==> config.mk <==
export PLATFORM = sky130hd
export DESIGN_NAME = store_tag_table
export DESIGN_NICKNAME = d
export VERILOG_FILES = /design/src/trace_pkg.sv /design/src/store_tag_table.sv
export SDC_FILE = /design/constraint.sdc
export NUM_CORES = 1
export LEC_CHECK = 0
export BUFFER_PORTS_ARGS = -buffer_cell sky130_fd_sc_hd__buf_2
export CAP_MARGIN = 20
export CORE_MARGIN = 3
export CORE_UTILIZATION = 45
export DETAILED_ROUTE_END_ITERATION = 7
export PLACE_DENSITY = 0.69
export SLEW_MARGIN = 10
export SYNTH_ARGS = -nofsm -noshare
export SYNTH_HDL_FRONTEND = slang
export SYNTH_SLANG_ARGS = --single-unit
export TNS_END_PERCENT = 30
==> constraint.sdc <==
create_clock -name clk -period 11.6 [get_ports clk]
set_clock_uncertainty 0.15 [all_clocks]
set_input_delay 1.74 -clock clk [delete_from_list [all_inputs] [get_ports clk]]
set_output_delay 1.74 -clock clk [all_outputs]
set_load 0.1 [all_outputs]
==> src/trace_pkg.sv <==
package trace_pkg;

    // table sizes, from the id widths below
    localparam int rob_entries = 128;
    localparam int st_entries  = 8;

    typedef logic [63:0] xlen_t;     // data and address word
    typedef logic [6:0]  rob_id_t;   // ROB entry id
    typedef logic [2:0]  st_tag_t;   // store request tag
    typedef logic [11:0] csr_addr_t;
    typedef logic [7:0]  strb_t;     // one bit per byte lane
    typedef logic [3:0]  byte_cnt_t; // 0..8 written bytes

    // CSR state as seen at decode, before the instruction executes
    typedef struct packed {
        xlen_t mstatus;
        xlen_t mcause;
        xlen_t mepc;
        xlen_t mtval;
    } csr_snap_t;

    // control-flow kind of a back-end redirect
    typedef enum logic [1:0] {
        redir_none   = 2'd0,
        redir_branch = 2'd1,
        redir_jal    = 2'd2,
        redir_jalr   = 2'd3
    } redir_kind_e;

    // one committing instruction as presented by the core
    typedef struct packed {
        rob_id_t     rob_id;
        xlen_t       pc;
        logic [31:0] ir;
        logic        has_store;   // st_tag is meaningful
        st_tag_t     st_tag;
        logic        csr_we;
        csr_addr_t   csr_addr;    // raw address, aliases not yet folded
        xlen_t       csr_wval;
        redir_kind_e redir;
    } commit_ev_t;

    // store effect, data already aligned to the lowest written byte
    typedef struct packed {
        xlen_t     mem_addr;
        xlen_t     mem_data;
        byte_cnt_t mem_bytes;
    } store_rec_t;

    // record handed to the co-simulation checker
    typedef struct packed {
        xlen_t       pc;
        logic [31:0] ir;
        csr_snap_t   snap;
        logic        csr_we;
        csr_addr_t   csr_addr;    // canonical machine-level address
        xlen_t       csr_wval;
        store_rec_t  mem;         // mem_bytes is 0 without a store
    } trace_rec_t;

endpackage
==> src/store_tag_table.sv <==
module store_tag_table (
    input  logic                   clk,
    input  logic                   rst,
    input  logic                   st_valid,
    input  trace_pkg::st_tag_t     st_tag,
    input  trace_pkg::xlen_t       st_addr,
    input  trace_pkg::xlen_t       st_wdata,
    input  trace_pkg::strb_t       st_strb,
    input  trace_pkg::st_tag_t     rd_tag,
    output trace_pkg::store_rec_t  rd_rec
);

    localparam int lanes = $bits(trace_pkg::strb_t);
    localparam int lane_w = $clog2(lanes);

    logic [lane_w-1:0]    low_lane;     // lowest strobed byte lane
    trace_pkg::xlen_t     data_aligned;
    trace_pkg::byte_cnt_t strb_cnt;

    trace_pkg::xlen_t     addr_mem [trace_pkg::st_entries];
    trace_pkg::xlen_t     data_mem [trace_pkg::st_entries];
    trace_pkg::byte_cnt_t cnt_mem  [trace_pkg::st_entries];
    logic [trace_pkg::st_entries-1:0] tag_vld;

    // priority search from the top so the lowest set bit wins
    always_comb begin
        low_lane = '0;
        for (int i = lanes - 1; i >= 0; i--) begin
            if (st_strb[i]) begin
                low_lane = lane_w'(i);
            end
        end
    end

    // popcount of the strobe
    always_comb begin
        strb_cnt = '0;
        for (int i = 0; i < lanes; i++) begin
            strb_cnt = strb_cnt + trace_pkg::byte_cnt_t'(st_strb[i]);
        end
    end

    // shift by whole bytes
    assign data_aligned = st_wdata >> {low_lane, 3'b000};

    always_ff @(posedge clk) begin
        if (st_valid) begin
            addr_mem[st_tag] <= st_addr;
            data_mem[st_tag] <= data_aligned;
            cnt_mem[st_tag]  <= strb_cnt;
        end
    end

    always_ff @(posedge clk) begin
        if (rst) begin
            tag_vld <= '0;
        end else if (st_valid) begin
            tag_vld[st_tag] <= 1'b1;
        end
    end

    // combinational read at commit
    assign rd_rec.mem_addr  = addr_mem[rd_tag];
    assign rd_rec.mem_data  = data_mem[rd_tag];
    assign rd_rec.mem_bytes = tag_vld[rd_tag] ? cnt_mem[rd_tag] : '0;

endmodule

## Yosys cells after proc, flatten, opt, wreduce, memory -nomap -nowiden

Memory sizes are Yosys's and may differ from the RTL's.
Index checks and enable logic that the tools add are counted.

- Output and inout bits: 132
- Memories kept: 3
- Logic and storage cells: 32
- Memory bits (writable): 1056
- Register bits after elaboration: 8

Memories:

| name | depth | width | read ports | clocked after memory_dff | write ports | line | text |
|---|---|---|---|---|---|---|---|
| addr_mem | 8 | 64 | 1 | 0 | 1 | store_tag_table.sv:20 | `trace_pkg::xlen_t addr_mem [trace_pkg::st_entries];` |
| data_mem | 8 | 64 | 1 | 0 | 1 | store_tag_table.sv:21 | `trace_pkg::xlen_t data_mem [trace_pkg::st_entries];` |
| cnt_mem | 8 | 4 | 1 | 0 | 1 | store_tag_table.sv:22 | `trace_pkg::byte_cnt_t cnt_mem [trace_pkg::st_entries];` |

- Shift operators: 1
- Reduce and logical (&&, ||, !) cells: 1
- Bitwise operators: 1
- Magnitude comparators: 3
- Mux-type cells: 15
- $add $sub $neg: 7

Operator list:

| operator | number |
|---|---|
| $shr 64x6->64 | 1 |
| $mux 3 | 8 |
| $add 4x1->4 | 4 |
| $lt 3x4->1 const B | 2 |
| $or 8x8->8 | 1 |
| $add 3x1->4 | 1 |
| $mux 1 | 4 |
| $mux 4 | 1 |
| $add 2x1->3 | 1 |
| $bmux 1 s3 | 1 |
| $demux 1 s3 | 1 |
| $ge 3x1->1 const B | 1 |
| $add 1x1->2 | 1 |
| $logic_and 1x1->1 | 1 |

## Longest topological paths before layout

- Depth after elaboration: 9
- Mapped depth: 9
- Depth with buffers taken out: 9

## Worst setup path after synthesis

Ideal clock, no wire load.

- Path kind: input -> register
- Start point: input port st_tag[2]
- End point: memory addr_mem[0][0] (netlist bit), enable pin
- Path buffers: 0
- Slack: -236 ps
- Data arrival time: 10897 ps
- Cell stages on the path: 1
- Library setup time: 789 ps
- Required time: 10661 ps
- Cell sequence: nor3_1

RTL lines:

| what | line | text |
|---|---|---|
| start: declaration | store_tag_table.sv:5 | `input trace_pkg::st_tag_t st_tag,` |
| end: declaration | store_tag_table.sv:20 |  |

Straight into the memory's write port.

==> metrics.txt <==
RR Endpoint=tag_vld[7]$_SDFFE_PP0P_; DRT Wirelength=~98 mm; Clock Sinks=1064; Placed Area=45200 µm²; pin count of the biggest net entering global routing=95; std cell rows=approximately 110; EDFF count, synth=1056; Hold Vio Cnt, Final=0; status=complete, no violations; vias in the first global route=21713; max_cap viols=0; P per Cell Area=181 nW/µm²; total grt overflow=0; die area=97700 µm²; Iter 0 DRT Violations=2064; Ys Warns=0; period utilization=0.597; Cell Area, Synth=between 40000 and 50000 µm²; Max clock buf depth=3; share of layout cells above drive strength 1=0.384; slew margin rel.=0.267; RD Place Congestion=about 0.90; CTS tree=yes; synth unique cells=63; reg2reg setup slack=~11 ns; antenna violations before repair=29; post-detailed-route count of antenna-violating nets=0; HP Start=tag_vld[2]$_SDFFE_PP0P_; crit path max fanout=93; Pre-antenna DRT Iters=7; Syn Inst Count=1943; Lkg Pwr=approximately 0.016 µW; final setup TNS=0 ns; register area share after synthesis=0.753; CTS resizes=0; Crit. End Element=output pin; #FFs+latches synth=1064; all-layer global routing usage=0.202; Core ar.=92500 µm²; final instance area=between 40000 and 50000 µm²; Post-CTS Setup Bufs=0; hold endpoint=tag_vld[2]$_SDFFE_PP0P_; IO Count=around 280; hold_buf cts=0; Net Count, Synth=2095; Hold Crit Depth=2; CP arrival=around 5 ns; worst ir drop on vdd=0.000146 V; kind of critical path=in2out; Via density=~5.8; drt drc=0; H-tree depth=3; post-synthesis area per instance=21.8 µm²; Pwr Total=about 8800 µW; via count=between 20000 and 25000; HP Class=reg2reg; Die W=313 µm; Highest Clock Rate=144 MHz; worst slew pin tran=1.09 ns; most common cell in the netlist=edfxtp_1; Reg2Reg Depth=2; port buffer count=roughly 280; Slew Viols, Final=0; Routed WL per cell=27.3 µm; Die H=between 300 and 400 µm; leading area contributor after synthesis=edfxtp_1; startpoint types=input port; ys async rst share=0; Initial Util=0.457; crit path launch=rd_tag[1]; min Tclk post-route=6.93 ns; RSZ-0062 raised after global routing=false; Reg clk slew, reported paths=0.06 ns; Main synth FF type=edfxtp_1; Worst-Skew Late Latency=0.66 ns; placed wire-length estimate=57.0 mm; Synth area leaders=edfxtp_1, mux4_2, mux2_2; global-route wire length before repair=146 mm; Crit path required time=9.71 ns; setup violators final=0; Syn-to-layout area delta=15.2%; most frequent cells after synthesis=edfxtp_1, mux4_2, mux2_2; fin nets=2415; root buffer cell=clkbuf_16; area share of the leading cell type in the synthesized netlist=0.750; RR Startpoint=tag_vld[7]$_SDFFE_PP0P_; CTS buffer count=105
## cells by family after synthesis
group           synth area share
compound gates            0.0231
fa+ha+maj                0.00278
buf+inv                   0.0129
xor+xnor                0.000207
simple gates              0.0186
flops                      0.753
mux                        0.189
## cells in the final DEF, fill, tap and decap left out, types with 6 or more instances in the layout
cell type  synthesis  routed
mux4_2           266     266
nor3_1            10       8
inv_1             17      17
dfxtp_1            8       8
buf_4              0      40
o211ai_1          13      13
a221oi_1          10      10
a21boi_0           6       6
o2111ai_1          6       6
nor2_4             0       6
nand2_1           43      43
nor2_1            39      33
a21oi_1           26      26
diode_2            0       9
and2_1            12      12
inv_6              0       8
clkbuf_16          0     106
mux2i_1           41      41
nor2b_1            9       9
edfxtp_1        1056    1056
a211oi_1           7       7
clkinv_2           0      17
nand3_1           19      19
bufinv_16          0      13
mux2_2           137     137
and3_1             8       8
clkbuf_1          62      18
o21ai_0           18      18
o22ai_1            9       9
clkinv_1           0      25
buf_2             36     275
## per-layer routing
| metal | GRT usage | vias up | part of all wire |
|---|---|---|---|
| li1 | - | 8871 | - |
| met2 | 0.328 | 720 | 0.49 |
| met5 | 0 | - | 0.0012 |
| met4 | 0.0542 | 18 | 0.024 |
| met3 | 0.0530 | 178 | 0.076 |
| met1 | 0.272 | 11029 | 0.41 |
## critical path: stages
cell and delay, ns:
buf_8 0.60, buf_4 0.78, buf_4 0.78, mux4_2 0.42
mux2_2 0.31, buf_2 0.30
## worst max-delay path by stage
stage | end | depth (start not counted) | slack (ns)
after floorplan | addr_mem[6][0]$_DFFE_PP_ | 2 | 3.35
after global placement | rd_rec[79] | 6 | 4.66
after detailed placement | rd_rec[79] | 6 | 4.61
after CTS | rd_rec[79] | 6 | 4.61
after global routing | rd_rec[79] | 6 | 4.53
final | rd_rec[79] | 6 | 4.67
## where the power goes
part | total [µW] | internal [µW] | switching (µW)
logic | 1000 | 267 | 734
registers | 4450 | 4420 | 29.7
clock network | 3350 | 1970 | 1390
## sequential cells by signal, indices dropped and copies added (netlist names)
name / count
addr_mem: 512
data_mem: 512
cnt_mem: 32
tag_vld: 8
## final cells by class
cell class | instances | area, µm²
Clock inverter | 69 | 709
Inverter | 17 | 63.8
Timing Repair Buffer | 323 | 1800
Clock buffer | 124 | 2720
Sequential cell | 1064 | 31900
Fill cell | 7212 | 43800
Multi-Input combinational cell | 752 | 9970
Antenna cell | 9 | 22.5
Tap cell | 1243 | 1560
## per-stage QoR
stage,worst slack (ns),hold WS (ns),std cells,utilization
6_report,4.67,0.318,3601,0.527
5_1_grt,4.53,0.343,3595,0.526
4_1_cts,4.61,0.322,3588,0.526
3_5_place_dp,4.61,0.308,3395,0.489
3_3_place_gp,4.66,0.295,3393,0.489
2_1_floorplan,3.35,0.285,1943,-
Power figures use the tool's default switching activity.
