===== config.mk =====
export PLATFORM = sky130hd
export DESIGN_NAME = mispredict_counters
export DESIGN_NICKNAME = d
export VERILOG_FILES = /design/src/trace_pkg.sv /design/src/mispredict_counters.sv
export SDC_FILE = /design/constraint.sdc
export NUM_CORES = 1
export LEC_CHECK = 0
export ABC_AREA = 0
export BUFFER_PORTS_ARGS = -buffer_cell sky130_fd_sc_hd__buf_2
export CORE_MARGIN = 8
export CORE_UTILIZATION = 40
export DETAILED_ROUTE_END_ITERATION = 10
export GPL_ROUTABILITY_DRIVEN = 0
export SLEW_MARGIN = 20
export SYNTH_ARGS = -nofsm -noshare
export SYNTH_HDL_FRONTEND = slang
export SYNTH_SLANG_ARGS = --single-unit
export TNS_END_PERCENT = 20

===== constraint.sdc =====
create_clock -name clk -period 4.8 [get_ports clk]
set_input_delay 1.2 -clock clk [delete_from_list [all_inputs] [get_ports clk]]
set_output_delay 1.2 -clock clk [all_outputs]
set_load 0.005 [all_outputs]

===== src/trace_pkg.sv =====
package trace_pkg;

    // table sizes, from the id widths below
    localparam int rob_entries = 128;
    localparam int st_entries  = 8;

    typedef logic [63:0] xlen_t;     // data and address word
    typedef logic [6:0]  rob_id_t;   // ROB entry id
    typedef logic [2:0]  st_tag_t;   // store request tag
    typedef logic [11:0] csr_addr_t;
    typedef logic [7:0]  strb_t;     // one bit per byte lane
    typedef logic [3:0]  byte_cnt_t; // 0..8 written bytes

    // CSR state as seen at decode, before the instruction executes
    typedef struct packed {
        xlen_t mstatus;
        xlen_t mcause;
        xlen_t mepc;
        xlen_t mtval;
    } csr_snap_t;

    // control-flow kind of a back-end redirect
    typedef enum logic [1:0] {
        redir_none   = 2'd0,
        redir_branch = 2'd1,
        redir_jal    = 2'd2,
        redir_jalr   = 2'd3
    } redir_kind_e;

    // one committing instruction as presented by the core
    typedef struct packed {
        rob_id_t     rob_id;
        xlen_t       pc;
        logic [31:0] ir;
        logic        has_store;   // st_tag is meaningful
        st_tag_t     st_tag;
        logic        csr_we;
        csr_addr_t   csr_addr;    // raw address, aliases not yet folded
        xlen_t       csr_wval;
        redir_kind_e redir;
    } commit_ev_t;

    // store effect, data already aligned to the lowest written byte
    typedef struct packed {
        xlen_t     mem_addr;
        xlen_t     mem_data;
        byte_cnt_t mem_bytes;
    } store_rec_t;

    // record handed to the co-simulation checker
    typedef struct packed {
        xlen_t       pc;
        logic [31:0] ir;
        csr_snap_t   snap;
        logic        csr_we;
        csr_addr_t   csr_addr;    // canonical machine-level address
        xlen_t       csr_wval;
        store_rec_t  mem;         // mem_bytes is 0 without a store
    } trace_rec_t;

endpackage

===== src/mispredict_counters.sv =====
module mispredict_counters (
    input  logic                    clk,
    input  logic                    rst,
    input  logic                    redir_ev,    // accepted commit that redirects
    input  trace_pkg::redir_kind_e  redir_kind,
    input  logic                    fe_redir,
    output trace_pkg::xlen_t        bmisp,
    output trace_pkg::xlen_t        brmisp,
    output trace_pkg::xlen_t        jmisp,
    output trace_pkg::xlen_t        jrmisp,
    output trace_pkg::xlen_t        fmisp
);

    always_ff @(posedge clk) begin
        if (rst) begin
            bmisp  <= '0;
            brmisp <= '0;
            jmisp  <= '0;
            jrmisp <= '0;
            fmisp  <= '0;
        end else if (redir_ev) begin
            bmisp <= bmisp + 1'b1;
            case (redir_kind)
                trace_pkg::redir_branch: brmisp <= brmisp + 1'b1;
                trace_pkg::redir_jal:    jmisp  <= jmisp + 1'b1;
                trace_pkg::redir_jalr:   jrmisp <= jrmisp + 1'b1;
                default: ;                // filtered at the top level
            endcase
        end else if (fe_redir) begin
            // back-end flush takes precedence over a front-end redirect
            fmisp <= fmisp + 1'b1;
        end
    end

endmodule


[Word level (Yosys, flattened, before mapping)]
Cells that the tools add are included.
W data, S select, Z words.
Word-level totals
  bits in registers: 320
  word-level logic and storage cells: 18
Cells by class
  add/subtract/negate cells: 5
  equality and inequality tests: 3
  bitwise gates (word level): 1
  reductions and logical operators: 4
Operators with widths (count)
  $add A64 B1 Y64 const B: 5
  $reduce_and A2 Y1: 4
  $eq A2 B2 Y1 const B: 2
  $eq A2 B1 Y1 const B: 1
  $not A1 Y1: 1

[Depth between registers and ports, before layout]
Gate-level depths: netlist of the first run.
  depth after elaboration: 2
  mapped depth: 8

[Worst setup path before layout of the first run]
Ideal clock, no wire load.
  path type: input-to-reg
  from: in redir_kind[1]
  to: reg brmisp[45]
  arrival: 2963 ps
  data required time: 4730 ps
  path slack: 1767 ps
  stages: 8
  path through: and3b_1 buf_2 and3_1 clkbuf_1 nand4_1 clkbuf_1 or4b_2 a21oi_1
Between the ends
  longest elaborated chain between the ends: 2
Ends and longest elaborated chain
  from (decl): RTL line mispredict_counters.sv:5  | input trace_pkg::redir_kind_e redir_kind,
  $eq A2 B1 Y1: RTL line mispredict_counters.sv:23  | case (redir_kind)
  $reduce_and A2 Y1 (no line)
  to (signal assigned): RTL line mispredict_counters.sv:24  | trace_pkg::redir_branch: brmisp <= brmisp + 1'b1;
  to (decl): RTL line mispredict_counters.sv:8  | output trace_pkg::xlen_t brmisp,
Every way passes these cells.
A chain may end at the register's enable or synchronous reset.

[Worst setup path in the final report of the first run]
  from: in redir_ev
  to: reg jrmisp[52]
Between the ends
  longest elaborated chain between the ends: 1
Ends and longest elaborated chain
  from (decl): RTL line mispredict_counters.sv:4  | input logic redir_ev,
  $reduce_and A2 Y1 (no line)
  to (signal assigned): RTL line mispredict_counters.sv:26  | trace_pkg::redir_jalr: jrmisp <= jrmisp + 1'b1;
  to (decl): RTL line mispredict_counters.sv:10  | output trace_pkg::xlen_t jrmisp,
Every way passes these cells.

==> results of run 1 <==
## tightest hold or removal path: stages (launching register included)
cell	delay (ps)
dfxtp_1	320
o31ai_1	60
a21oi_1	50
## power by group through the flow
stage                     registers [mW]  clock network (mW)  logic [mW]
after floorplan                     2.72                   0      0.0540
after global placement              2.73                   0      0.0797
after detailed placement            2.73                   0      0.0795
after CTS                           2.67                3.29      0.0797
after global routing                2.67                3.40      0.0865
final                               2.67                3.21      0.0779
## per-layer routing
metal | up-vias | wire, um | GRT usage (%)
met1 | 7264 | 21000 | 26.8
met2 | 391 | 22700 | 33.5
met3 | 71 | 3580 | 5.25
met5 | - | 18 | 0
li1 | 7546 | - | -
met4 | 4 | 1100 | 6.25
## state kept, by name (all words and copies together), names as in the netlist
name / flops
brmisp: 64
fmisp: 64
jmisp: 64
jrmisp: 64
bmisp: 64
## cell usage in the layout, fill, tap and decap left out, types with 46 or more instances in the layout
| cell type | n |
|---|---|
| buf_2 | 324 |
| nand2_1 | 127 |
| dfxtp_1 | 320 |
| or4_1 | 53 |
| nor2_1 | 214 |
| nor3_1 | 46 |
| o31ai_1 | 50 |
| nor4_1 | 53 |
| a21oi_1 | 147 |
| xnor2_1 | 66 |
| nand3_1 | 113 |
| nand4_1 | 148 |
| xor2_1 | 98 |
| o21ai_0 | 92 |
| or3_1 | 90 |
## cell type report
class,instances,area [um2],area share (%)
well taps,518,648,3.43
multi-input cells,1446,8500,45.1
clock inverters,14,255,1.35
inverters,35,131,0.696
clock buffers,55,1140,6.03
repair buffers,344,1790,9.49
flip-flops and latches,320,6410,33.9
## kinds of logic after synthesis
kind of cell	after synthesis	share of synthesized area, %
XOR/XNOR	164	9.34
buffers and inverters	115	3.00
flip-flops	320	41.7
AO/OA/AOI/OAI	301	10.9
AND/OR/NAND/NOR	972	34.4
multiplexers	4	0.269
adder cells (fa/ha/maj)	5	0.407
## path summary, 6_finish.rpt
| kind | endpoint | slack, ps | depth (start not counted) |
|---|---|---|---|
| max | jrmisp[52] | 1720 | 6 |
| min | jrmisp[63] | 480 | 2 |
| max reg2reg | brmisp[56] | 1800 | 5 |
| min reg2reg | jrmisp[63] | 480 | 2 |
## per-stage QoR
stage / std cells / hold WS [ps] / power, mW / setup slack (ps)
2_1_floorplan: 1881 / 468 / 2.78 / 1770
3_3_place_gp: 2663 / 466 / 2.81 / 1190
3_5_place_dp: 2663 / 475 / 2.81 / 1130
4_1_cts: 2732 / 485 / 6.04 / 1710
5_1_grt: 2732 / 506 / 6.15 / 1470
6_report: 2732 / 478 / 5.95 / 1720
==> metrics.md, run 1 <==
| Metric | Value |
|---|---|
| CP max FO | `15` |
| CTS tree | `built` |
| Synthesized flop and latch total | `320` |
| Layout cells sized above 1 | `20.0%` |
| Hold Vio Cnt, Final | `0` |
| Diode count | `0` |
| Vias/cell | `5.59` |
| H-tree levels | `2` |
| Syn avg cell area | `8.17 um2` |
| Final core occ | `about half` |
| Syn Inst Count | `1881` |
| Via count | `15.3k` |
| Fin crit share | `roughly 64%` |
| Worst skew pair latency | `540 ps` |
| Max cap viols | `0` |
| Max IR drop VDD | `0.210 mV` |
| Post-synth ARST share | `0%` |
| Cell Chain, Critical Path | `buf_2, nand3_1, nor4_2, nand4_1, or4_1, a21oi_1` |
| DR pass1 iterations | `5` |
| Max-slew headroom | `approximately 27%` |
| Initial Util | `40.2%` |
| HP Start | `jrmisp[63]` |
| Status | `completed` |
| Unique masters post-synth | `55` |
| Skew final | `between 10 and 15 ps` |
| Pin count of the biggest net entering global routing | `145` |
| Most numerous cell in the Yosys netlist | `dfxtp_1` |
| Die Ht | `about 210 um` |
| Final Cell Area | `18900 um2` |
| Hold crit path type | `register to register` |
| Setup TNS | `0 ps` |
| Iter 0 DRT Violations | `1112` |
| Nets@finish | `roughly 2.2k` |
| Crit path buffers/inverters | `1` |
| Warnings, synthesis | `0` |
| Share of the synthesized area in the top cell type | `around two fifths` |
| Top cells by count, synth | `dfxtp_1 (320), nor2_1 (214), nand4_1 (148)` |
| Endpoints failing setup | `0` |
| Crit Reg-Reg Startpoint | `brmisp[4]` |
| Top cells by area, synth | `dfxtp_1 (42%), nand4_1 (6.0%), xor2_1 (5.6%)` |
| Int Power | `4.71 mW` |
| Final min period | `3080 ps` |
| Critical path class | `primary input to register` |
| Die area | `about 45000 um2` |
| Placement Rows | `72` |
| GRT Util Overall | `20.6%` |
| CTS Root Cell | `clkbuf_16` |
| Fin. max-slew vios | `0` |
| Worst-margin pin slew | `1090 ps` |
| Worst-path clk slew | `60 ps` |
| Seq/Total Area, Yosys | `41.7%` |
| Hpwl dp | `34500 um` |
| # IOs | `~330` |
| Switch share | `20.9%` |
| Placed inst area | `between 15000 and 20000 um2` |
| Sw Pwr | `1.24 mW` |
| IO buf count | `325` |
| First-pass GRT wire length | `76900 um` |
| Post-CTS Resized | `0` |
| Crit-path slowest cell | `or4_1` |
| Core Region | `38300 um2` |
| WP data arrival | `about 3600 ps` |
| Postcts setup bufs | `0` |
| Vias in the first global route | `14.1k` |
| Routed wire per std cell | `roughly 18 um` |
| Unrepaired setup endpoints after global routing | `no` |
| Area leader, netlist | `dfxtp_1` |
| Hold Buf Count CTS | `0` |
| Total Wirelength | `48400 um` |
| Flop pwr share | `roughly 45%` |
| GR Overflow Total | `0` |
| Worst path required time | `5270 ps` |
| LEAKAGE | `6.89 nW` |
| Clock Sink Count | `320` |
| Peak Freq | `approximately 0.32 GHz` |
| Setup crit end kind | `register` |
| Element type at the critical path start | `primary input` |
| Power per Cell Area | `315 nW/um2` |
| DRT antenna net count | `0` |
| Syn nets | `between 1.5k and 2k` |
| Die width | `between 200 and 250 um` |
| Clk network pwr share | `53.9%` |
| Maximum single-stage delay on the critical path | `570 ps` |
| Post-synth EDFFs | `0` |
| Post-synthesis instance area | `15400 um2` |
| Initial antenna violation count | `2` |
| Post-synth top flop | `dfxtp_1` |
| Bufs on Longest Clock Path | `3` |
| Logic gate share of total power | `1.3%` |
| Cell family with most CP delay | `simple AND/OR/NAND/NOR gates` |
| Num CTS Buffers | `39` |
| Setup crit start | `redir_ev` |
| DR DRC count | `0` |
| Area grow syn2layout | `22.8%` |
| FILL cells | `3798` |
(Power assumes the default switching activity.)
==> run 2: changes to the inputs <==
--- a/config.mk
+++ b/config.mk
@@ -5,7 +5,7 @@
 export SDC_FILE = /design/constraint.sdc
 export NUM_CORES = 1
 export LEC_CHECK = 0
-export ABC_AREA = 0
+export ABC_AREA = 1
 export BUFFER_PORTS_ARGS = -buffer_cell sky130_fd_sc_hd__buf_2
 export CORE_MARGIN = 8
 export CORE_UTILIZATION = 40
==> constraint.sdc (replaced) <==
create_clock -name clk -period 2.5 [get_ports clk]
set_input_delay 0.625 -clock clk [delete_from_list [all_inputs] [get_ports clk]]
set_output_delay 0.625 -clock clk [all_outputs]
set_load 0.005 [all_outputs]
==> metrics.md, run 2 <==
| Metric | Value |
|---|---|
| Cell Chain, Critical Path | `nand4_1, nor3_1, nand2_1, nor2_1, nand3_1, nand2_1, nor2_1` |
| CTS tree | `built` |
| Nets@finish | `3357 (+53%)` |
| GRT busiest layer | `met2` |
| Hold Vio Cnt, Final | `0 (unchanged)` |
| Post-synth ARST share | `0% (unchanged)` |
| Power per Cell Area | `505 nW/um2 (+60%)` |
| Vias in the first global route | `19.4k (+38%)` |
| Int Power | `8.62 mW (+83%)` |
| Diode count | `0 (unchanged)` |
| Post-CTS Resized | `0 (unchanged)` |
| Flop pwr share | `46.1% (+1.3 points)` |
| Syn avg cell area | `6.10 um2 (-25%)` |
| Hold Buf Count CTS | `0 (unchanged)` |
| H-tree levels | `2 (unchanged)` |
| Maximum single-stage delay on the critical path | `550 ps (-20 ps)` |
| Placed inst area | `20700 um2 (+18%)` |
| Worst path required time | `2940 ps (-2330 ps)` |
| Status | `completed` |
| Layout cells sized above 1 | `14.7% (-5.3 points)` |
| Hold crit path type | `primary input to register` |
| Final Cell Area | `22000 um2 (+17%)` |
| CTS Root Cell | `clkbuf_16` |
| Met1 Use GR | `28.5% (+1.8 points)` |
| Warnings, synthesis | `0 (unchanged)` |
| DR pass1 iterations | `6 (+1)` |
| Fin crit share | `84.8%` |
| Core Region | `45400 um2 (+19%)` |
| Post-synth top flop | `dfxtp_1` |
| Top cells by count, synth | `nand2_1 (802), nor2_1 (735), dfxtp_1 (320)` |
| Most common cell after layout, fill and taps aside | `nand2_1` |
| Post-synthesis instance area | `18400 um2 (+19%)` |
| Clk network pwr share | `51.5% (-2.4 points)` |
| Met3 global-route usage | `5.77% (+0.53 points)` |
| Endpoints failing setup | `0 (unchanged)` |
| Sw Pwr | `2.49 mW (+100%)` |
| Die area | `53000 um2 (+18%)` |
| Fin. max-slew vios | `0 (unchanged)` |
| Num CTS Buffers | `39 (unchanged)` |
| LEAKAGE | `8.64 nW (+25%)` |
| Hpwl dp | `50400 um (+46%)` |
| Worst skew pair latency | `550 ps (about the same)` |
| # IOs | `326 (unchanged)` |
| Unrepaired setup endpoints after global routing | `no` |
| Clock Sink Count | `320 (unchanged)` |
| Setup crit end kind | `register` |
| Vias/cell | `5.17 (-7.6%)` |
| Initial Util | `40.4% (+0.30 points)` |
| IO buf count | `325 (unchanged)` |
| Die width | `230 um (+8.6%)` |
| Synthesized flop and latch total | `320 (unchanged)` |
| Most frequent cells in the layout | `nand2_1 (802), nor2_1 (735), buf_2 (324), dfxtp_1 (320), inv_1 (313)` |
| CP max FO | `5 (-10)` |
| Top cells by area, synth | `dfxtp_1 (35%), nand2_1 (16%), nor2_1 (15%)` |
| Final core occ | `48.5% (-0.84 points)` |
| GR Overflow Total | `0 (unchanged)` |
| GRT Util Overall | `23.4% (+2.7 points)` |
| Most numerous cell in the Yosys netlist | `nand2_1` |
| DR DRC count | `0 (unchanged)` |
| Crit-path slowest cell | `nor3_1` |
| Setup slack, reg-to-reg | `380 ps (-1420 ps)` |
| Pin count of the biggest net entering global routing | `104 (-28%)` |
| Bufs on Longest Clock Path | `3 (unchanged)` |
| Share of the synthesized area in the top cell type | `34.9% (-6.8 points)` |
| DRT antenna net count | `0 (unchanged)` |
| First-pass GRT wire length | `102000 um (+33%)` |
| Worst-margin pin slew | `636 ps (-451 ps)` |
| Skew final | `11.7 ps (-0.0991 ps)` |
| Final Hold Slack | `445 ps (-32.9 ps)` |
| Routed wire per std cell | `16.2 um (-8.3%)` |
| Syn Inst Count | `3008 (+60%)` |
| Logic gate share of total power | `2.4% (+1.1 points)` |
| Setup TNS | `0 ps (unchanged)` |
| M2 GR Usage | `38.5% (+5.0 points)` |
| Max cap viols | `0 (unchanged)` |
| Worst-path clk slew | `60 ps (about the same)` |
| Peak Freq | `between 0.4 and 0.5 GHz` |
| Setup WS post-layout | `381 ps (-1340 ps)` |
| Area grow syn2layout | `19.8%` |
| Max IR drop VDD | `0.525 mV (+150%)` |
| Placement Setup Slack | `226 ps (-906 ps)` |
| WP data arrival | `2560 ps (-990 ps)` |
| Die Ht | `230 um (+8.6%)` |
| Switch share | `22.4% (+1.5 points)` |
| Final min period | `2120 ps` |
| Max-slew headroom | `57.3% (+30 points)` |
| Total Wirelength | `64600 um (+33%)` |
| Syn nets | `3019 (+60%)` |
| Seq/Total Area, Yosys | `34.9% (-6.8 points)` |
| Critical path class | `register to register` |
| Unique masters post-synth | `45 (-18%)` |
| Element type at the critical path start | `register` |
| Postcts setup bufs | `0 (unchanged)` |
| Initial antenna violation count | `0 (-2)` |
| Placement Rows | `78 (+8.3%)` |
| Post-synth EDFFs | `0 (unchanged)` |
| Area leader, netlist | `dfxtp_1` |
| Via count | `20.5k (+34%)` |
| Iter 0 DRT Violations | `1557 (+40%)` |
-- run 2: cell types whose count changed in the layout (fill, tap and decap cells not counted), sizes merged, moves of 50 or more --
cell | previous run | this run
inv | 36 | 321
nand2 | 127 | 822
nand3 | 114 | 207
nand4 | 150 | 84
nor2 | 214 | 786
nor4 | 57 | 2
o31ai | 50 | 0
or3 | 93 | 0
or4 | 55 | 0
xnor2 | 66 | 15
xor2 | 98 | 41
-- run 2: per-layer routing --
layer | vias up | part of all wire [%]
met1 | 9358 | 42
met4 | 0 | 4.0
met5 | - | 0
li1 | 10200 | -
met2 | 793 | 45
met3 | 150 | 8.5
-- run 2: final timing paths --
kind,start,to,cells past startpoint
worst max register to register,fmisp[10],fmisp[56],7
worst max-delay path,fmisp[10],fmisp[56],7
worst min register to register,fmisp[5],fmisp[5],2
worst min-delay path,fe_redir,fmisp[0],3
-- run 2: kinds of logic after synthesis --
logic type | after synthesis | synth area share [%]
xor+xnor | 56 | 2.67
buf+inv | 364 | 7.72
fa+ha+maj | 5 | 0.341
flops | 320 | 34.9
compound gates | 266 | 7.60
simple gates | 1997 | 46.8
-- run 2: critical path: cells and delay by family, from the launching register on --
family | cells | cell delay [ps]
flops | 1 | 450
simple gates | 7 | 1560
-- run 2: power groups by stage --
stage                     Combinational, mW  Clock (mW)  Sequential (mW)
after floorplan                       0.180           0             5.23
after global placement                0.267           0             5.23
after detailed placement              0.272           0             5.24
after CTS                             0.272        5.88             5.12
after global routing                  0.303        6.06             5.12
final                                 0.269        5.72             5.12
-- run 2: metrics by stage --
| step | total power [mW] | std cells |
|---|---|---|
| final | 11.1 | 3975 |
| after global routing | 11.5 | 3975 |
| after floorplan | 5.41 | 3008 |
| after global placement | 5.50 | 3905 |
| after detailed placement | 5.51 | 3905 |
| after CTS | 11.3 | 3975 |
-- run 2: area by class of cell --
| class | instances | area, um2 |
|---|---|---|
| Fill cell | 4792 | 23400 |
| Multi-Input combinational cell | 2324 | 10500 |
| Sequential cell | 320 | 6410 |
| Timing Repair Buffer | 339 | 1800 |
| Clock buffer | 65 | 1270 |
| Inverter | 322 | 1210 |
| Tap cell | 600 | 751 |
| Clock inverter | 5 | 25.0 |
==> run 3: changes to the inputs <==
==> constraint.sdc (replaced) <==
create_clock -name clk -period 1.92 [get_ports clk]
set_input_delay 0.48 -clock clk [delete_from_list [all_inputs] [get_ports clk]]
set_output_delay 0.48 -clock clk [all_outputs]
set_load 0.005 [all_outputs]
==> metrics.md, run 3 (synthesized netlist as in run 2, its figures left out) <==
| Metric | Value |
|---|---|
| First-pass GRT wire length | `106000 um (+3.4%)` |
| Num CTS Buffers | `39 (unchanged)` |
| Unrepaired setup endpoints after global routing | `yes` |
| Crit Reg-Reg Startpoint | `brmisp[15]` |
| Clk network pwr share | `51.7% (+0.2 points)` |
| Flop pwr share | `45.4% (-0.7 points)` |
| Clock Sink Count | `320 (unchanged)` |
| Final core occ | `51.5% (+3.0 points)` |
| Max cap viols | `0 (unchanged)` |
| Power per Cell Area | `629 nW/um2 (+24%)` |
| Setup crit end kind | `register` |
| HP Start | `rst` |
| Initial antenna violation count | `0 (unchanged)` |
| Worst path most repeated cell | `nor2_1` |
| GRT Util Overall | `24.1% (+0.69 points)` |
| Die area | `53000 um2 (unchanged)` |
| Hold EP | `bmisp[43]` |
| Max IR drop VDD | `0.629 mV (+20%)` |
| Worst path required time | `2400 ps (-540 ps)` |
| Post-CTS Resized | `1 (+1)` |
| DP Cell Count | `4061 (+4.0%)` |
| H-tree levels | `2 (unchanged)` |
| Layout cells sized above 1 | `19.5% (+4.8 points)` |
| Final Cell Area | `23400 um2 (+6.2%)` |
| Maximum single-stage delay on the critical path | `420 ps (-130 ps)` |
| Nets@finish | `3513 (+4.6%)` |
| Hpwl dp | `52500 um (+4.1%)` |
| CTS Root Cell | `clkbuf_16` |
| Worst Hold Depth | `4 (+1)` |
| Most common cell after layout, fill and taps aside | `nand2_1` |
| Switch share | `22.2% (-0.18 points)` |
| Endpoints failing setup | `0 (unchanged)` |
| DRT antenna net count | `0 (unchanged)` |
| Iter 0 DRT Violations | `1521 (-2.3%)` |
| WP data arrival | `2300 ps (-260 ps)` |
| Setup WS post-layout | `100 ps (-280 ps)` |
| Vias in the first global route | `20.2k (+3.7%)` |
| Most frequent cells in the layout | `nand2_1 (802), nor2_1 (706), buf_2 (324), dfxtp_1 (315), inv_1 (313)` |
| Max-slew headroom | `68.0% (+11 points)` |
| GR Overflow Total | `0 (unchanged)` |
| Placed inst area | `21900 um2 (+6.0%)` |
| Pin count of the biggest net entering global routing | `73 (-30%)` |
| IO buf count | `325 (unchanged)` |
| Skew final | `20.7 ps (+8.95 ps)` |
| Cell family with most CP delay | `simple AND/OR/NAND/NOR gates` |
| Worst skew pair latency | `560 ps (about the same)` |
| Core Region | `45400 um2 (unchanged)` |
| Initial Util | `40.4% (unchanged)` |
| Post-route insts no fill | `4129 (+3.9%)` |
| RR Endpoint | `brmisp[57]` |
| Bufs on Longest Clock Path | `3 (unchanged)` |
| Fin. max-slew vios | `0 (unchanged)` |
| Crit path buffers/inverters | `0 (unchanged)` |
| Worst-path clk slew | `60 ps (about the same)` |
| Placement Setup Slack | `-128 ps (-354 ps)` |
| Worst-margin pin slew | `476 ps (-160 ps)` |
| Int Power | `11.4 mW (+32%)` |
| Placement Rows | `78 (unchanged)` |
| Fin crit share | `94.8% (+10 points)` |
| Setup TNS | `0 ps (unchanged)` |
| Cell Chain, Critical Path | `nand2_1, nor2_1, nand2_1, nor2_1, nand3_1, nor2_1, nor2_1, nor2_1` |
| CTS tree | `built` |
| DR pass1 iterations | `6 (unchanged)` |
| Worst Reg2Reg Path Length in Cells | `8 (+1)` |
| Final min period | `1820 ps (-300 ps)` |
| DR DRC count | `0 (unchanged)` |
| Setup slack, reg-to-reg | `100 ps (-280 ps)` |
| LEAKAGE | `9.49 nW (+9.8%)` |
| Via count | `21.1k (+2.7%)` |
| Vias/cell | `5.11 (-1.1%)` |
| # IOs | `326 (unchanged)` |
| Critical path class | `register to register` |
| Die Ht | `230 um (unchanged)` |
| Routed wire per std cell | `16.1 um (-0.92%)` |
| Hold Vio Cnt, Final | `0 (unchanged)` |
| Area grow syn2layout | `27.2%` |
| Hold Buf Count CTS | `0 (unchanged)` |
| Die width | `230 um (unchanged)` |
| Crit-path slowest cell | `dfxtp_1` |
| Sw Pwr | `3.26 mW (+31%)` |
| CP max FO | `4 (-1)` |
| Status | `completed` |
| Logic gate share of total power | `2.9% (+0.5 points)` |
| Total Wirelength | `66400 um (+2.9%)` |
| Peak Freq | `0.550 GHz (+16%)` |
| Hold crit path type | `primary input to register` |
| Diode count | `0 (unchanged)` |
| Element type at the critical path start | `register` |
| Postcts setup bufs | `0 (unchanged)` |
==> run 3: per-layer routing <==
metal	vias up	GRT usage, %	wire length, um
li1	10600	-	-
met1	9650	29.8	28500
met2	744	40.4	30400
met3	135	5.86	5150
met4	0	8.41	2340
met5	-	0	0
==> run 3: through the flow <==
step	power (mW)	hold slack, ps
6_report	14.7	342
3_3_place_gp	7.23	463
4_1_cts	14.9	322
2_1_floorplan	7.05	453
5_1_grt	15.2	343
3_5_place_dp	7.24	473
==> run 3: layout make-up <==
cell class              count  area, um2
clock inverters            11        159
clock buffers              57       1130
flip-flops and latches    320       6410
well taps                 600        751
fillers                  4649      22000
inverters                 322       1210
repair buffers            495       3030
multi-input cells        2324      10700
==> run 3: power groups by stage <==
stage	registers, mW	clock network, mW	logic, mW
6_report	6.66	7.59	0.427
5_1_grt	6.66	8.02	0.472
4_1_cts	6.66	7.76	0.429
3_5_place_dp	6.81	0	0.428
3_3_place_gp	6.81	0	0.420
2_1_floorplan	6.81	0	0.234
==> run 3: worst max-delay path by stage <==
| stage | from | cells after the start | slack, ps | end |
|---|---|---|---|---|
| detailed placement | redir_ev | 11 | -130 | fmisp[44] |
| global placement | redir_ev | 11 | -70 | fmisp[52] |
| global route | jrmisp[15] | 10 | -5 | jrmisp[59] |
| finish | brmisp[15] | 8 | 100 | brmisp[57] |
| floorplan | redir_ev | 11 | 250 | fmisp[45] |
| CTS | fmisp[9] | 7 | 10 | fmisp[56] |
==> run 3: worst register-to-register path, cell delays in order, from the launching register on <==
cell and delay (ps):
dfxtp_1 420, nand2_1 150, nor2_1 250, nand2_1 120, nor2_1 360, nand3_1 190, nor2_1 130, nor2_1 50
nor2_1 90
